$ cat src/exc_params.svh
/*
 * Exception entry constants
 * Vector numbers, frame format codes, SR bit positions, stack step
 */
`ifndef EXC_PARAMS_SVH
`define EXC_PARAMS_SVH

// Fixed vector numbers
`define EXC_VEC_ILLEGAL    8'd4
`define EXC_VEC_DIVZERO    8'd5
`define EXC_VEC_CHK        8'd6
`define EXC_VEC_PRIV       8'd8
`define EXC_VEC_TRACE      8'd9
`define EXC_VEC_AUTO_BASE  8'd24   // Plus interrupt level
`define EXC_VEC_TRAP_BASE  8'd32   // Plus TRAP operand

// Frame format codes
`define EXC_FMT_FOUR       4'h0    // Four-word frame
`define EXC_FMT_SIX        4'h2    // Six-word frame

`define EXC_SR_T_BIT       15
`define EXC_SR_S_BIT       13
`define EXC_SR_MASK_LO     8       // Interrupt mask is SR[10:8]

`define EXC_LONG_BYTES     4

`endif

$ cat src/exc_pkg.sv
/*
 * Shared types of the exception entry unit
 * Width typedefs, kind and state enums, request/bus/context structs
 */
package exc_pkg;

    typedef logic [31:0] addr_t;
    typedef logic [31:0] data_t;
    typedef logic [15:0] sr_t;
    typedef logic [7:0]  vec_num_t;
    typedef logic [2:0]  irq_level_t;
    typedef logic [3:0]  trap_num_t;
    typedef logic [3:0]  fmt_t;

    // Listed in priority order after NONE
    typedef enum logic [2:0] {
        NONE, CHK, DIVZERO, TRAP, ILLEGAL, PRIV, TRACE, INT
    } exc_kind_t;

    typedef enum logic [1:0] {
        IDLE, STACK, FETCH, LOAD
    } exc_state_t;

    // One-cycle trap pulses from the core
    typedef struct packed {
        logic      chk;
        logic      divzero;
        logic      trap;
        trap_num_t trap_num;
        logic      illegal;
        logic      priv;
        logic      trace;
    } exc_trap_req_t;

    typedef struct packed {
        logic  valid;
        logic  write;
        addr_t addr;
        data_t wdata;
    } exc_bus_req_t;

    typedef struct packed {
        addr_t pc;
        addr_t sp;
        sr_t   sr;
    } exc_ctx_t;

endpackage

$ cat src/exc_pending.sv
/*
 * Pending exception flags
 * Interrupt masking against SR and fixed priority resolution
 */
`timescale 1ns/1ps
`include "exc_params.svh"

module exc_pending (
    input  logic                   CLK,
    input  logic                   DATA_RDY,
    input  exc_pkg::exc_trap_req_t trap_in,
    input  exc_pkg::irq_level_t    irq_level,
    input  exc_pkg::sr_t           sr_in,
    input  logic                   take,
    output exc_pkg::exc_kind_t     pend_kind,
    output exc_pkg::trap_num_t     pend_trap_num,
    output exc_pkg::irq_level_t    pend_level
);
    import exc_pkg::*;

    logic [7:1] flag_q;         // Indexed by exc_kind_t
    logic [7:1] set_vec;
    logic [7:1] clr_vec;
    trap_num_t  trap_num_q;
    irq_level_t level_q;
    irq_level_t sr_mask;
    logic       int_accept;

    // --------------------
    // Interrupt masking
    assign sr_mask    = sr_in[`EXC_SR_MASK_LO +: 3];
    assign int_accept = (irq_level > sr_mask) || (irq_level == 3'd7); // Level 7 always in

    always_comb begin
        set_vec          = '0;
        set_vec[CHK]     = trap_in.chk;
        set_vec[DIVZERO] = trap_in.divzero;
        set_vec[TRAP]    = trap_in.trap;
        set_vec[ILLEGAL] = trap_in.illegal;
        set_vec[PRIV]    = trap_in.priv;
        set_vec[TRACE]   = trap_in.trace;
        set_vec[INT]     = int_accept;
    end

    // Only the kind being served is cleared
    always_comb begin
        clr_vec = '0;
        if (take && pend_kind != NONE)
            clr_vec[pend_kind] = 1'b1;
    end

    always_ff @(posedge CLK or posedge DATA_RDY) begin
        if (DATA_RDY) begin
            flag_q <= '0;
        end else begin
            flag_q <= (flag_q & ~clr_vec) | set_vec; // New request wins over clear
        end
    end

    always_ff @(posedge CLK) begin
        if (trap_in.trap)
            trap_num_q <= trap_in.trap_num;
        if (int_accept)
            level_q <= irq_level;
    end

    // --------------------
    // Priority encoder, lowest index wins
    always_comb begin
        pend_kind = NONE;
        for (int i = 7; i >= 1; i--) begin
            if (flag_q[i])
                pend_kind = exc_kind_t'(3'(i));
        end
    end

    assign pend_trap_num = trap_num_q;
    assign pend_level    = level_q;

endmodule

$ cat src/exc_vector.sv
/*
 * Vector base register and vector number mapping
 * Registers table address, frame format and format/vector word on take
 */
`timescale 1ns/1ps
`include "exc_params.svh"

module exc_vector (
    input  logic                CLK,
    input  logic                DATA_RDY,
    input  logic                vbr_wr,
    input  exc_pkg::data_t      vbr_data,
    input  logic                take,
    input  exc_pkg::exc_kind_t  pend_kind,
    input  exc_pkg::trap_num_t  pend_trap_num,
    input  exc_pkg::irq_level_t pend_level,
    output exc_pkg::addr_t      vec_addr,
    output logic [15:0]         fv_word,
    output exc_pkg::fmt_t       fmt
);
    import exc_pkg::*;

    addr_t    vbr_q;
    vec_num_t vec_num;
    fmt_t     fmt_next;

    always_ff @(posedge CLK or posedge DATA_RDY) begin
        if (DATA_RDY)
            vbr_q <= '0;
        else if (vbr_wr)
            vbr_q <= vbr_data;
    end

    // Kind to vector number and frame format
    always_comb begin
        fmt_next = `EXC_FMT_FOUR;
        case (pend_kind)
            CHK:     begin vec_num = `EXC_VEC_CHK;     fmt_next = `EXC_FMT_SIX; end
            DIVZERO: begin vec_num = `EXC_VEC_DIVZERO; fmt_next = `EXC_FMT_SIX; end
            TRACE:   begin vec_num = `EXC_VEC_TRACE;   fmt_next = `EXC_FMT_SIX; end
            TRAP:    vec_num = `EXC_VEC_TRAP_BASE + vec_num_t'(pend_trap_num);
            ILLEGAL: vec_num = `EXC_VEC_ILLEGAL;
            PRIV:    vec_num = `EXC_VEC_PRIV;
            INT:     vec_num = `EXC_VEC_AUTO_BASE + vec_num_t'(pend_level); // Autovector
            default: vec_num = '0;
        endcase
    end

    always_ff @(posedge CLK) begin
        if (take) begin
            vec_addr <= vbr_q + addr_t'(vec_num) * `EXC_LONG_BYTES;
            fmt      <= fmt_next;
            fv_word  <= {fmt_next, 2'b00, vec_num, 2'b00}; // Vector offset in [11:0]
        end
    end

endmodule

$ cat src/exc_sequencer.sv
/*
 * Exception entry FSM
 * Context snapshot, stack frame writes, vector fetch and context load
 */
`timescale 1ns/1ps
`include "exc_params.svh"

module exc_sequencer (
    input  logic                   CLK,
    input  logic                   DATA_RDY,
    input  logic                   cpu_busy,
    input  exc_pkg::exc_kind_t     pend_kind,
    input  exc_pkg::irq_level_t    pend_level,
    input  exc_pkg::sr_t           sr_in,
    input  exc_pkg::addr_t         pc_in,
    input  exc_pkg::addr_t         adr_in,
    input  exc_pkg::addr_t         sp_in,
    input  exc_pkg::addr_t         vec_addr,
    input  logic [15:0]            fv_word,
    input  exc_pkg::fmt_t          fmt,
    output logic                   take,
    output exc_pkg::exc_bus_req_t  bus_req,
    input  logic                   bus_ready,
    input  exc_pkg::data_t         bus_rdata,
    output exc_pkg::exc_ctx_t      ctx_out,
    output logic                   ctx_load,
    output logic                   busy_exh
);
    import exc_pkg::*;

    exc_state_t state_q;
    logic [1:0] cnt_q;          // Longs already stacked
    logic [1:0] n_longs;
    logic       last_long;
    exc_kind_t  kind_q;
    irq_level_t level_q;
    sr_t        sr_q;
    addr_t      pc_q;
    addr_t      adr_q;
    addr_t      sp_q;
    addr_t      pc_new_q;       // Handler address from the vector table
    addr_t      stack_addr;
    sr_t        sr_new;

    assign take      = (state_q == IDLE) && (pend_kind != NONE) && !cpu_busy;
    assign n_longs   = (fmt == `EXC_FMT_SIX) ? 2'd3 : 2'd2;
    assign last_long = (cnt_q == n_longs - 2'd1);

    // Frame grows downward one long per write
    assign stack_addr = sp_q - (addr_t'(cnt_q) + 32'd1) * `EXC_LONG_BYTES;

    // --------------------
    // State register
    always_ff @(posedge CLK or posedge DATA_RDY) begin
        if (DATA_RDY) begin
            state_q <= IDLE;
            cnt_q   <= '0;
        end else begin
            case (state_q)
                IDLE: begin
                    cnt_q <= '0;
                    if (take)
                        state_q <= STACK;
                end
                STACK: begin
                    if (bus_ready) begin
                        cnt_q <= cnt_q + 2'd1;
                        if (last_long)
                            state_q <= FETCH;
                    end
                end
                FETCH: if (bus_ready) state_q <= LOAD;
                LOAD:    state_q <= IDLE;
                default: state_q <= IDLE;
            endcase
        end
    end

    // Snapshot on entry, handler PC on read completion
    always_ff @(posedge CLK) begin
        if (take) begin
            kind_q  <= pend_kind;
            level_q <= pend_level;
            sr_q    <= sr_in;
            pc_q    <= pc_in;
            adr_q   <= adr_in;
            sp_q    <= sp_in;
        end
        if (state_q == FETCH && bus_ready)
            pc_new_q <= bus_rdata;
    end

    // --------------------
    // Bus request, held by registered state during stalls
    always_comb begin
        bus_req = '0;
        case (state_q)
            STACK: begin
                bus_req.valid = 1'b1;
                bus_req.write = 1'b1;
                bus_req.addr  = stack_addr;
                if (fmt == `EXC_FMT_SIX && cnt_q == 2'd0)
                    bus_req.wdata = adr_q;              // Format 2 fault address
                else if (last_long)
                    bus_req.wdata = {sr_q, fv_word};
                else
                    bus_req.wdata = pc_q;
            end
            FETCH: begin
                bus_req.valid = 1'b1;
                bus_req.addr  = vec_addr;
            end
            default: ;
        endcase
    end

    always_comb begin
        sr_new                = sr_q;
        sr_new[`EXC_SR_S_BIT] = 1'b1;   // Supervisor
        sr_new[`EXC_SR_T_BIT] = 1'b0;   // No trace in handler
        if (kind_q == INT)
            sr_new[`EXC_SR_MASK_LO +: 3] = level_q;
    end

    assign ctx_out.pc = pc_new_q;
    assign ctx_out.sp = sp_q - addr_t'(cnt_q) * `EXC_LONG_BYTES;
    assign ctx_out.sr = sr_new;
    assign ctx_load   = (state_q == LOAD);
    assign busy_exh   = (state_q != IDLE);

endmodule

$ cat src/exc_handler_top.sv
/*
 * Exception entry unit top level
 * Pending flags, vector unit and entry sequencer
 */
`timescale 1ns/1ps

module exc_handler_top (
    input  logic                   CLK,
    input  logic                   DATA_RDY,
    input  logic                   cpu_busy,
    input  exc_pkg::exc_trap_req_t trap_in,
    input  exc_pkg::irq_level_t    irq_level,
    input  exc_pkg::sr_t           sr_in,
    input  exc_pkg::addr_t         pc_in,
    input  exc_pkg::addr_t         adr_in,
    input  exc_pkg::addr_t         sp_in,
    input  logic                   vbr_wr,
    input  exc_pkg::data_t         vbr_data,
    output exc_pkg::exc_bus_req_t  bus_req,
    input  logic                   bus_ready,
    input  exc_pkg::data_t         bus_rdata,
    output exc_pkg::exc_ctx_t      ctx_out,
    output logic                   ctx_load,
    output logic                   busy_exh
);
    import exc_pkg::*;

    exc_kind_t   pend_kind;
    trap_num_t   pend_trap_num;
    irq_level_t  pend_level;
    logic        take;
    addr_t       vec_addr;
    logic [15:0] fv_word;
    fmt_t        fmt;

    exc_pending u_pending (
        .CLK(CLK), .DATA_RDY(DATA_RDY),
        .trap_in(trap_in), .irq_level(irq_level), .sr_in(sr_in), .take(take),
        .pend_kind(pend_kind), .pend_trap_num(pend_trap_num), .pend_level(pend_level)
    );

    exc_vector u_vector (
        .CLK(CLK), .DATA_RDY(DATA_RDY),
        .vbr_wr(vbr_wr), .vbr_data(vbr_data), .take(take),
        .pend_kind(pend_kind), .pend_trap_num(pend_trap_num), .pend_level(pend_level),
        .vec_addr(vec_addr), .fv_word(fv_word), .fmt(fmt)
    );

    exc_sequencer u_sequencer (
        .CLK(CLK), .DATA_RDY(DATA_RDY), .cpu_busy(cpu_busy),
        .pend_kind(pend_kind), .pend_level(pend_level),
        .sr_in(sr_in), .pc_in(pc_in), .adr_in(adr_in), .sp_in(sp_in),
        .vec_addr(vec_addr), .fv_word(fv_word), .fmt(fmt), .take(take),
        .bus_req(bus_req), .bus_ready(bus_ready), .bus_rdata(bus_rdata),
        .ctx_out(ctx_out), .ctx_load(ctx_load), .busy_exh(busy_exh)
    );

endmodule

$ cat config.mk
export PLATFORM = sky130hd
export DESIGN_NAME = exc_handler_top
export DESIGN_NICKNAME = d
export VERILOG_FILES = /design/src/exc_pkg.sv /design/src/exc_pending.sv /design/src/exc_vector.sv /design/src/exc_sequencer.sv /design/src/exc_handler_top.sv
export VERILOG_INCLUDE_DIRS = /design/src
export SDC_FILE = /design/constraint.sdc
export NUM_CORES = 1
export LEC_CHECK = 0
export BUFFER_PORTS_ARGS = -buffer_cell sky130_fd_sc_hd__buf_4
export CAP_MARGIN = 20
export CORE_ASPECT_RATIO = 1.5
export CORE_MARGIN = 4
export CORE_UTILIZATION = 52
export CTS_BUF_LIST = sky130_fd_sc_hd__clkbuf_16
export DETAILED_ROUTE_END_ITERATION = 10
export GPL_TIMING_DRIVEN = 1
export PLACE_DENSITY_LB_ADDON = 0.1
export SETUP_SLACK_MARGIN = 0.05
export SLEW_MARGIN = 20
export SYNTH_ARGS = -nofsm -noshare
export SYNTH_HDL_FRONTEND = slang
export SYNTH_SLANG_ARGS = --single-unit
$ cat constraint.sdc
create_clock -name CLK -period 11.2 [get_ports CLK]
set_input_delay 1.12 -clock CLK [delete_from_list [all_inputs] [get_ports CLK]]
set_output_delay 1.12 -clock CLK [all_outputs]
set_load 0.03 [all_outputs]
==> impl_metrics.tcl, run 1 <==
set metrics [dict create \
    critPathArrivalTime_ns 3.63 \
    stdcell_count 1482 \
    routed_wl_mm 29.4 \
    global_route.overflow_total 0 \
    ys_ff_latch 239 \
    fin_util_pct 69.7 \
    synth_edf_count 196 \
    fillers 1531 \
    synth_top_family_by_area "simple AND/OR/NAND/NOR gates" \
    cts_made_buffers 23 \
    outcome "complete, no violations" \
    dpl.hpwl_mm 22.1 \
    synth_xor_area_share_pct 6.23 \
    ys.warnings.count 0 \
    cap_viol_max_count 0 \
    hold_class "flop to flop" \
    relSlewSlack_pct 29.4 \
    grt_max_degree 82 \
    synth.yosys.seq_area_share_pct 63.5 \
    syn_to_final_growth_pct 31.0 \
    rsz0062_at_grt "no" \
    worst_ep_required_time_ns 10.08 \
    die_area_um2 23500 \
    drt_iter0_drc 560 \
    drv_slew 0 \
    period_needed_ns 4.75 \
    synth_fp_nets 1104 \
    rr_worst_depth 11 \
    cts_repair_resize_count 0 \
    ios 342 \
    setup-tns-final_ns 0 \
    hold_depth 0 \
    criticalPathCategory "flop to output port" \
    gp_congestion 0.870 \
    netlist_top_cells_count "196 x edfxtp_1, 123 x nand2_1, 61 x nor2_1" \
    yosys.area_share.simple_pct 13.1 \
    cts_setup_buffers 0 \
    path_clk_slew_ns 0.06 \
    synth_area_leader_cell "edfxtp_1" \
    num_vias 8110 \
    fmaxAchievable_ghz 0.211 \
    vias_per_cell 5.47 \
    multiInputGateArea_um2 3630 \
    clk-insertion-delay-late_ns 0.51 \
    postSynthAreaPerCell_um2 12.4 \
    synth_mux_area_share_pct 3.17 \
    ir_drop_v 0.000174 \
    finalSetupViolCount 0 \
    drtPass1Iterations 5 \
    antenna_found_initial 1 \
    wl_per_cell_um 19.8 \
    synthArstFlopShare_pct 18.0 \
    clk_path_buf_depth 3 \
    htree_levels 1 \
    grt_pass1_wl_mm 44.7 \
    endpoint_kind "output port" \
    synthesis.area_um2 11000 \
    place_ws_ns 7.05 \
    clockRootBuffer "clkbuf_16" \
    start_util_pct 53.2 \
    clock-sinks 239 \
    min_period_over_period_pct 42.4 \
    power_uw 3260 \
    die_w_um 127 \
    finClkSkew_ns 0.0123 \
    drive_gt1_share_pct 34.3 \
    final_net_count 1418 \
    synth.top_cells.by_area "edfxtp_1 54%, dfrtp_1 9.8%, nand2_1 4.2%" \
    pwr_density_cell_nw_per_um2 227 \
    die_h_um 186 \
    coreArea_um2 20600 \
    synth_top_flop_cell "edfxtp_1" \
    synthAdderAreaFrac_pct 2.83 \
    row_count 64 \
    synth.top_cell.area_share_pct 53.7 \
    seq_area_um2 6960 \
    grt_pass1_vias 8178 \
    synth_compound_area_share_pct 7.58 \
    yosysUniqueCellTypes 60 \
    worst-slew-pin-transition_ns 1.06 \
    postRouteAntennaNets 0 \
    port_buffers 339 \
    drc 0 \
    cts_tree "built" \
    p_leak_uw 0.00570 \
    ctsHoldBuffers 0 \
    grt_usage_pct 24.1 \
    yosysMostFrequentCell "edfxtp_1" \
    synthCells 887 \
    cp_max_fo 13 \
    fin_ws_ns 6.45 \
    dp.cells 1440 \
    start_kind "flop" \
    hold_viol 0 \
]
[final timing paths]
check,startpoint,to,slack (ns)
max,u_sequencer.cnt_q[1],bus_req[43],6.45
min,u_pending.pend_level[2],u_sequencer.level_q[2],0.46
max reg2reg,u_pending.flag_q[1],u_vector.vec_addr[29],7.14
min reg2reg,u_pending.pend_level[2],u_sequencer.level_q[2],0.46
max in group asynchronous,DATA_RDY,u_vector.vbr_q[26],10.05
min in group asynchronous,DATA_RDY,u_pending.flag_q[3],0.74
[kinds of logic (layout without fill, tap and decap cells)]
| family | count (synthesis) | count (layout) |
|---|---|---|
| simple gates | 305 | 305 |
| flops | 239 | 239 |
| compound gates | 124 | 124 |
| buf+inv | 85 | 415 |
| xor+xnor | 78 | 78 |
| mux | 31 | 31 |
| fa+ha+maj | 23 | 23 |
| other cells | 2 | 3 |
[report_power, final]
part	internal (uW)	switching, uW
logic	426	847
registers	1150	88.5
clock network	420	323
total	2000	1260
[cells in the final DEF (no fill, tap or decap), types with 30 or more instances in the layout]
master	count
buf_4	347
edfxtp_1	196
nand2_1	122
nor2_1	60
o21ai_0	44
dfrtp_1	43
xor2_1	41
xnor2_1	37
inv_1	33
mux2_2	30
[layout make-up]
| cell class | count | area share [%] |
|---|---|---|
| diodes | 1 | 0.0174 |
| clock buffers | 23 | 4.01 |
| clock inverters | 18 | 0.968 |
| inverters | 27 | 0.706 |
| multi-input cells | 563 | 25.3 |
| flip-flops and latches | 239 | 48.5 |
| well taps | 264 | 2.30 |
| repair buffers | 347 | 18.2 |
[worst max-delay path: stages, from the launching register on]
cell     delay [ns]
dfrtp_1        0.52
inv_1          0.16
ha_1           0.37
inv_1          0.06
ha_1           0.17
a21oi_1        0.18
nand3_1        0.42
or3_1          0.49
xor2_1         0.15
o21ai_0        0.35
buf_4          0.24
[per-layer routing]
| layer | global-route usage (%) | share of wire, % | up-vias |
|---|---|---|---|
| li1 | - | - | 3831 |
| met1 | 30.6 | 38 | 3883 |
| met2 | 41.3 | 50 | 332 |
| met3 | 4.39 | 8.0 | 64 |
| met4 | 9.49 | 4.1 | 0 |
| met5 | 0 | 0 | - |
[stage by stage]
step	instance area [um2]	hold slack, ns
2_1_floorplan	11000	0.421
3_3_place_gp	13600	0.443
3_5_place_dp	13600	0.451
4_1_cts	14300	0.466
5_1_grt	14400	0.471
6_report	14400	0.461
[state kept, by name (all words and copies together) (netlist names), 3 cells and up]
name	cells
u_pending.flag_q	7
u_pending.pend_level	3
u_pending.pend_trap_num	4
u_sequencer.adr_q	32
u_sequencer.kind_q	3
u_sequencer.level_q	3
u_sequencer.pc_new_q	32
u_sequencer.pc_q	32
u_sequencer.sp_q	32
u_sequencer.sr_q	16
u_vector.fv_word	6
u_vector.vbr_q	32
u_vector.vec_addr	32
Power figures use the tool's default switching activity.
==> run 2, diff against run 1 <==
==> constraint.sdc (replaced) <==
create_clock -name CLK -period 4.7 [get_ports CLK]
set_input_delay 0.47 -clock CLK [delete_from_list [all_inputs] [get_ports CLK]]
set_output_delay 0.47 -clock CLK [all_outputs]
set_load 0.03 [all_outputs]
==> run 2 against run 1 <==
Non-clock buffer count unchanged. Clock power increased by 130%. Worst setup slack got worse by 5.9 ns. Total power increased by 140%. Highest routed layer unchanged. First-iteration DRC count decreased by 12%.
==> impl_metrics.tcl, run 2 (same netlist as run 1, synthesis figures left out) <==
set metrics [dict create \
    endpoint_kind "output port" \
    die_h_um 186 \
    die_area_um2 23500 \
    ios 342 \
    r2r_end "u_vector.vec_addr[30]" \
    antenna_found_initial 0 \
    die_w_um 127 \
    critPathArrivalTime_ns 3.65 \
    row_count 64 \
    min_period_over_period_pct 87.6 \
    fillers 1540 \
    m1WireLength_mm 11.3 \
    worst-slew-pin-transition_ns 1.05 \
    pwr_density_cell_nw_per_um2 539 \
    clk-insertion-delay-late_ns 0.50 \
    wl_per_cell_um 19.7 \
    final_common_cell "buf_4" \
    drive_gt1_share_pct 34.4 \
    clock-sinks 239 \
    cts_tree "built" \
    cts_made_buffers 22 \
    clk_path_buf_depth 3 \
    start_util_pct 53.2 \
    num_vias 8035 \
    period_needed_ns 4.12 \
    grt_pass1_vias 8018 \
    cp_max_fo 13 \
    rr_worst_depth 11 \
    drv_slew 0 \
    routed_wl_mm 29.1 \
    final_cell_mix "346 x buf_4, 196 x edfxtp_1, 122 x nand2_1" \
    highest_layer "met4" \
    grt_max_degree 73 \
    grt_pass1_wl_mm 44.0 \
    rsz0062_at_grt "no" \
    finalSetupViolCount 0 \
    setup-tns-final_ns 0 \
    drt_iter0_drc 494 \
    rrSetupSlack_ns 0.75 \
    gp_congestion 0.889 \
    postRouteAntennaNets 0 \
    p_leak_uw 0.00569 \
    coreArea_um2 20600 \
    global_route.overflow_total 0 \
    ir_drop_v 0.000381 \
    criticalPathCategory "flop to output port" \
    fin_util_pct 69.7 \
    fmaxAchievable_ghz 0.243 \
    htree_levels 1 \
    outcome "complete, no violations" \
    diodes 0 \
    path_clk_slew_ns 0.06 \
    hold_class "input pin to asynchronous set/reset pin" \
    vias_per_cell 5.43 \
    clockRootBuffer "clkbuf_16" \
    port_buffers 339 \
    syn_to_final_growth_pct 31.0 \
    start_kind "flop" \
    worst_ep_required_time_ns 4.23 \
    grt_usage_pct 23.7 \
    hold_viol 0 \
    cts_repair_resize_count 0 \
    final_net_count 1417 \
    cts_setup_buffers 0 \
    drtPass1Iterations 5 \
    reg2reg_from "u_pending.flag_q[1]" \
    drc 0 \
    wl_met3_mm 2.24 \
    ctsHoldBuffers 0 \
    cap_viol_max_count 0 \
    dpl.hpwl_mm 22.0 \
    finClkSkew_ns 0.00955 \
    met2WireLength_mm 14.9 \
    relSlewSlack_pct 29.8 \
]
==> run 2: cell count changes in the layout (fill, tap and decap cells not counted), sizes merged <==
| cell | previous run | this run |
|---|---|---|
| diode | 1 | 0 |
| inv | 34 | 33 |
==> run 2: per-stage QoR <==
stage	area [um2]	hold WS (ns)	worst slack, ns	instances	total power, uW
2_1_floorplan	11000	0.421	1.09	887	4870
3_3_place_gp	13600	0.463	1.05	1440	5990
3_5_place_dp	13700	0.461	0.850	1440	6040
4_1_cts	14400	0.110	0.565	1480	7790
5_1_grt	14400	0.119	0.323	1480	8100
6_report	14400	0.0998	0.584	1480	7730
==> run 2: per-layer routing <==
metal | vias to the layer above | global-route usage [%]
met4 | 0 | 6.18
li1 | 3843 | -
met2 | 325 | 42.2
met5 | - | 0
met1 | 3826 | 30.1
met3 | 41 | 3.85
==> run 2: power by group <==
part,leakage [uW],internal [uW],switching (uW)
sequential,0.00229,2740,212
clock,0.000371,993,743
combinational,0.00303,1020,2020
total,0.00569,4750,2980
==> run 2: cell type report <==
type                       count  area, um2  area share, %
sequential                   239       6960           48.5
clock buffer                  23        576           4.01
tap                          264        330           2.30
timing repair buffer         347       2620           18.2
clock inverter                17        124          0.863
inverter                      27        101          0.706
multi-input combinational    563       3640           25.4
==> run 2: how the worst max path moves through the flow <==
stage	from	to	slack [ns]	depth (start not counted)
2_1_floorplan	u_sequencer.state_q[0]	u_sequencer.adr_q[0]	1.09	4
3_3_place_gp	u_pending.flag_q[1]	u_vector.vec_addr[30]	1.05	11
3_5_place_dp	u_pending.flag_q[1]	u_vector.vec_addr[30]	0.85	10
4_1_cts	u_sequencer.cnt_q[1]	bus_req[61]	0.56	9
5_1_grt	u_pending.flag_q[1]	u_vector.vec_addr[30]	0.32	11
6_report	u_sequencer.cnt_q[1]	bus_req[61]	0.58	9
==> run 2: critical path, stage by stage (launching register included) <==
cell and delay, ns:
dfrtp_1 0.53, inv_1 0.15, ha_1 0.37, inv_1 0.06, ha_1 0.26, nand3b_1 0.11
nand3_1 0.40, o41ai_1 0.77, a32o_1 0.31, buf_4 0.18
==> run 3, diff against run 2 <==
--- a/config.mk
+++ b/config.mk
@@ -10,8 +10,8 @@
 export CAP_MARGIN = 20
 export CORE_ASPECT_RATIO = 1.5
 export CORE_MARGIN = 4
-export CORE_UTILIZATION = 52
-export CTS_BUF_LIST = sky130_fd_sc_hd__clkbuf_16
+export CORE_UTILIZATION = 53
+export CTS_BUF_LIST = sky130_fd_sc_hd__clkbuf_8
 export DETAILED_ROUTE_END_ITERATION = 10
 export GPL_TIMING_DRIVEN = 1
 export PLACE_DENSITY_LB_ADDON = 0.1
==> run 3 against run 2 <==
Combinational power about the same. Fmax grew 1.4%. Highest routed layer unchanged. Flip-flop and latch count unchanged. Critical path depth grew 1.
==> impl_metrics.tcl, run 3 (same netlist as run 1, synthesis figures left out) <==
set metrics [dict create \
    outcome "complete, no violations" \
    reg2reg_from "u_pending.flag_q[1]" \
    drive_gt1_share_pct 35.0 \
    cp_max_fo 13 \
    gp_congestion 0.886 \
    fin_util_pct 70.7 \
    vias_per_cell 5.39 \
    postRouteAntennaNets 0 \
    r2r_end "u_vector.vec_addr[30]" \
    cts_made_buffers 38 \
    p_leak_uw 0.00574 \
    drc 0 \
    antenna_found_initial 1 \
    hold_class "input pin to asynchronous set/reset pin" \
    start_kind "flop" \
    grt_max_degree 112 \
    setup-tns-final_ns 0 \
    criticalPathCategory "flop to output port" \
    min_period_over_period_pct 86.4 \
    htree_levels 2 \
    worst_ep_required_time_ns 4.23 \
    dpl.hpwl_mm 21.9 \
    pwr_density_cell_nw_per_um2 532 \
    finalSetupViolCount 0 \
    ctsHoldBuffers 0 \
    drv_slew 0 \
    fmaxAchievable_ghz 0.246 \
    final_cell_mix "345 x buf_4, 196 x edfxtp_1, 122 x nand2_1" \
    wl_per_cell_um 19.3 \
    hold_viol 0 \
    finish.instance_area_um2 14400 \
    grt_usage_pct 24.6 \
    die_h_um 184 \
    ios 342 \
    endpoint_kind "output port" \
    die_area_um2 23100 \
    cts_repair_resize_count 0 \
    cts_setup_buffers 0 \
    finClkSkew_ns 0.0230 \
    period_needed_ns 4.06 \
    rsz0062_at_grt "no" \
    row_count 64 \
    clock-sinks 239 \
    ir_drop_v 0.000309 \
    worst-slew-pin-transition_ns 0.864 \
    port_buffers 339 \
    num_vias 8126 \
    final_net_count 1433 \
    drt_iter0_drc 529 \
    global_route.overflow_total 0 \
    grt_pass1_wl_mm 44.5 \
    cts_tree "built" \
    relSlewSlack_pct 42.4 \
    critPathArrivalTime_ns 3.59 \
    cap_viol_max_count 0 \
    coreArea_um2 20300 \
    fillers 1553 \
    final_common_cell "buf_4" \
    routed_wl_mm 29.1 \
    rrSetupSlack_ns 0.82 \
    start_util_pct 53.9 \
    die_w_um 125 \
    clk-insertion-delay-late_ns 0.52 \
    cp-startpoint "u_sequencer.cnt_q[0]" \
    clockRootBuffer "clkbuf_8" \
    rr_worst_depth 11 \
    clk_path_buf_depth 3 \
    grt_pass1_vias 8067 \
    drtPass1Iterations 5 \
    path_clk_slew_ns 0.06 \
    placed_area_um2 13600 \
    syn_to_final_growth_pct 31.2 \
]
==> run 3: cell types whose count changed in the layout (fill, tap and decap cells not counted), moves of 3 or more <==
| cell | before | now |
|---|---|---|
| clkbuf_16 | 23 | 0 |
| clkbuf_8 | 0 | 41 |
| inv_1 | 32 | 40 |
| clkinv_1 | 3 | 6 |
==> run 3: metrics by stage <==
step | worst slack (ns) | cells | total power [uW] | hold slack [ns]
3_3_place_gp | 1.09 | 1439 | 6000 | 0.471
5_1_grt | 0.355 | 1509 | 8040 | 0.0862
6_report | 0.640 | 1509 | 7650 | 0.0804
4_1_cts | 0.650 | 1507 | 7700 | 0.0800
2_1_floorplan | 1.09 | 887 | 4870 | 0.421
3_5_place_dp | 0.867 | 1439 | 6040 | 0.466
==> run 3: layout make-up <==
| class | count | area (um2) | share of cell area, % |
|---|---|---|---|
| well taps | 264 | 330 | 2.30 |
| repair buffers | 347 | 2630 | 18.3 |
| flip-flops and latches | 239 | 6960 | 48.4 |
| multi-input cells | 563 | 3640 | 25.4 |
| clock inverters | 27 | 139 | 0.966 |
| clock buffers | 41 | 564 | 3.93 |
| diodes | 1 | 2.50 | 0.0174 |
| inverters | 27 | 101 | 0.705 |
==> run 3: worst max-delay path, stage by stage (launching register included) <==
cell,delay (ns)
dfrtp_1,0.52
inv_1,0.15
ha_1,0.36
inv_1,0.05
ha_1,0.17
a21oi_1,0.18
nand3_1,0.42
or3_1,0.48
xor2_1,0.17
o21ai_0,0.34
buf_4,0.24
==> run 3: worst max-delay path by stage <==
stage                     cells past startpoint                    end  slack, ns
final                                        10            bus_req[43]       0.64
after global routing                         11  u_vector.vec_addr[30]       0.36
after CTS                                     9            bus_req[61]       0.65
after detailed placement                     11  u_vector.vec_addr[30]       0.87
after global placement                       11  u_vector.vec_addr[30]       1.09
after floorplan                               4   u_sequencer.adr_q[0]       1.09
==> run 3: per-layer routing <==
| metal | share of wire (%) | global-route usage (%) |
|---|---|---|
| met1 | 38 | 30.4 |
| met2 | 51 | 43.1 |
| met3 | 7.4 | 5.13 |
| met4 | 3.4 | 8.72 |
| met5 | 0 | 0 |
==> run 3: power breakdown <==
part           switching, uW  internal (uW)  leakage, uW  total (uW)
sequential               212           2740      0.00229        2950
clock                    783            861     0.000415        1640
combinational           2020           1040      0.00303        3050
total                   3010           4640      0.00574        7650
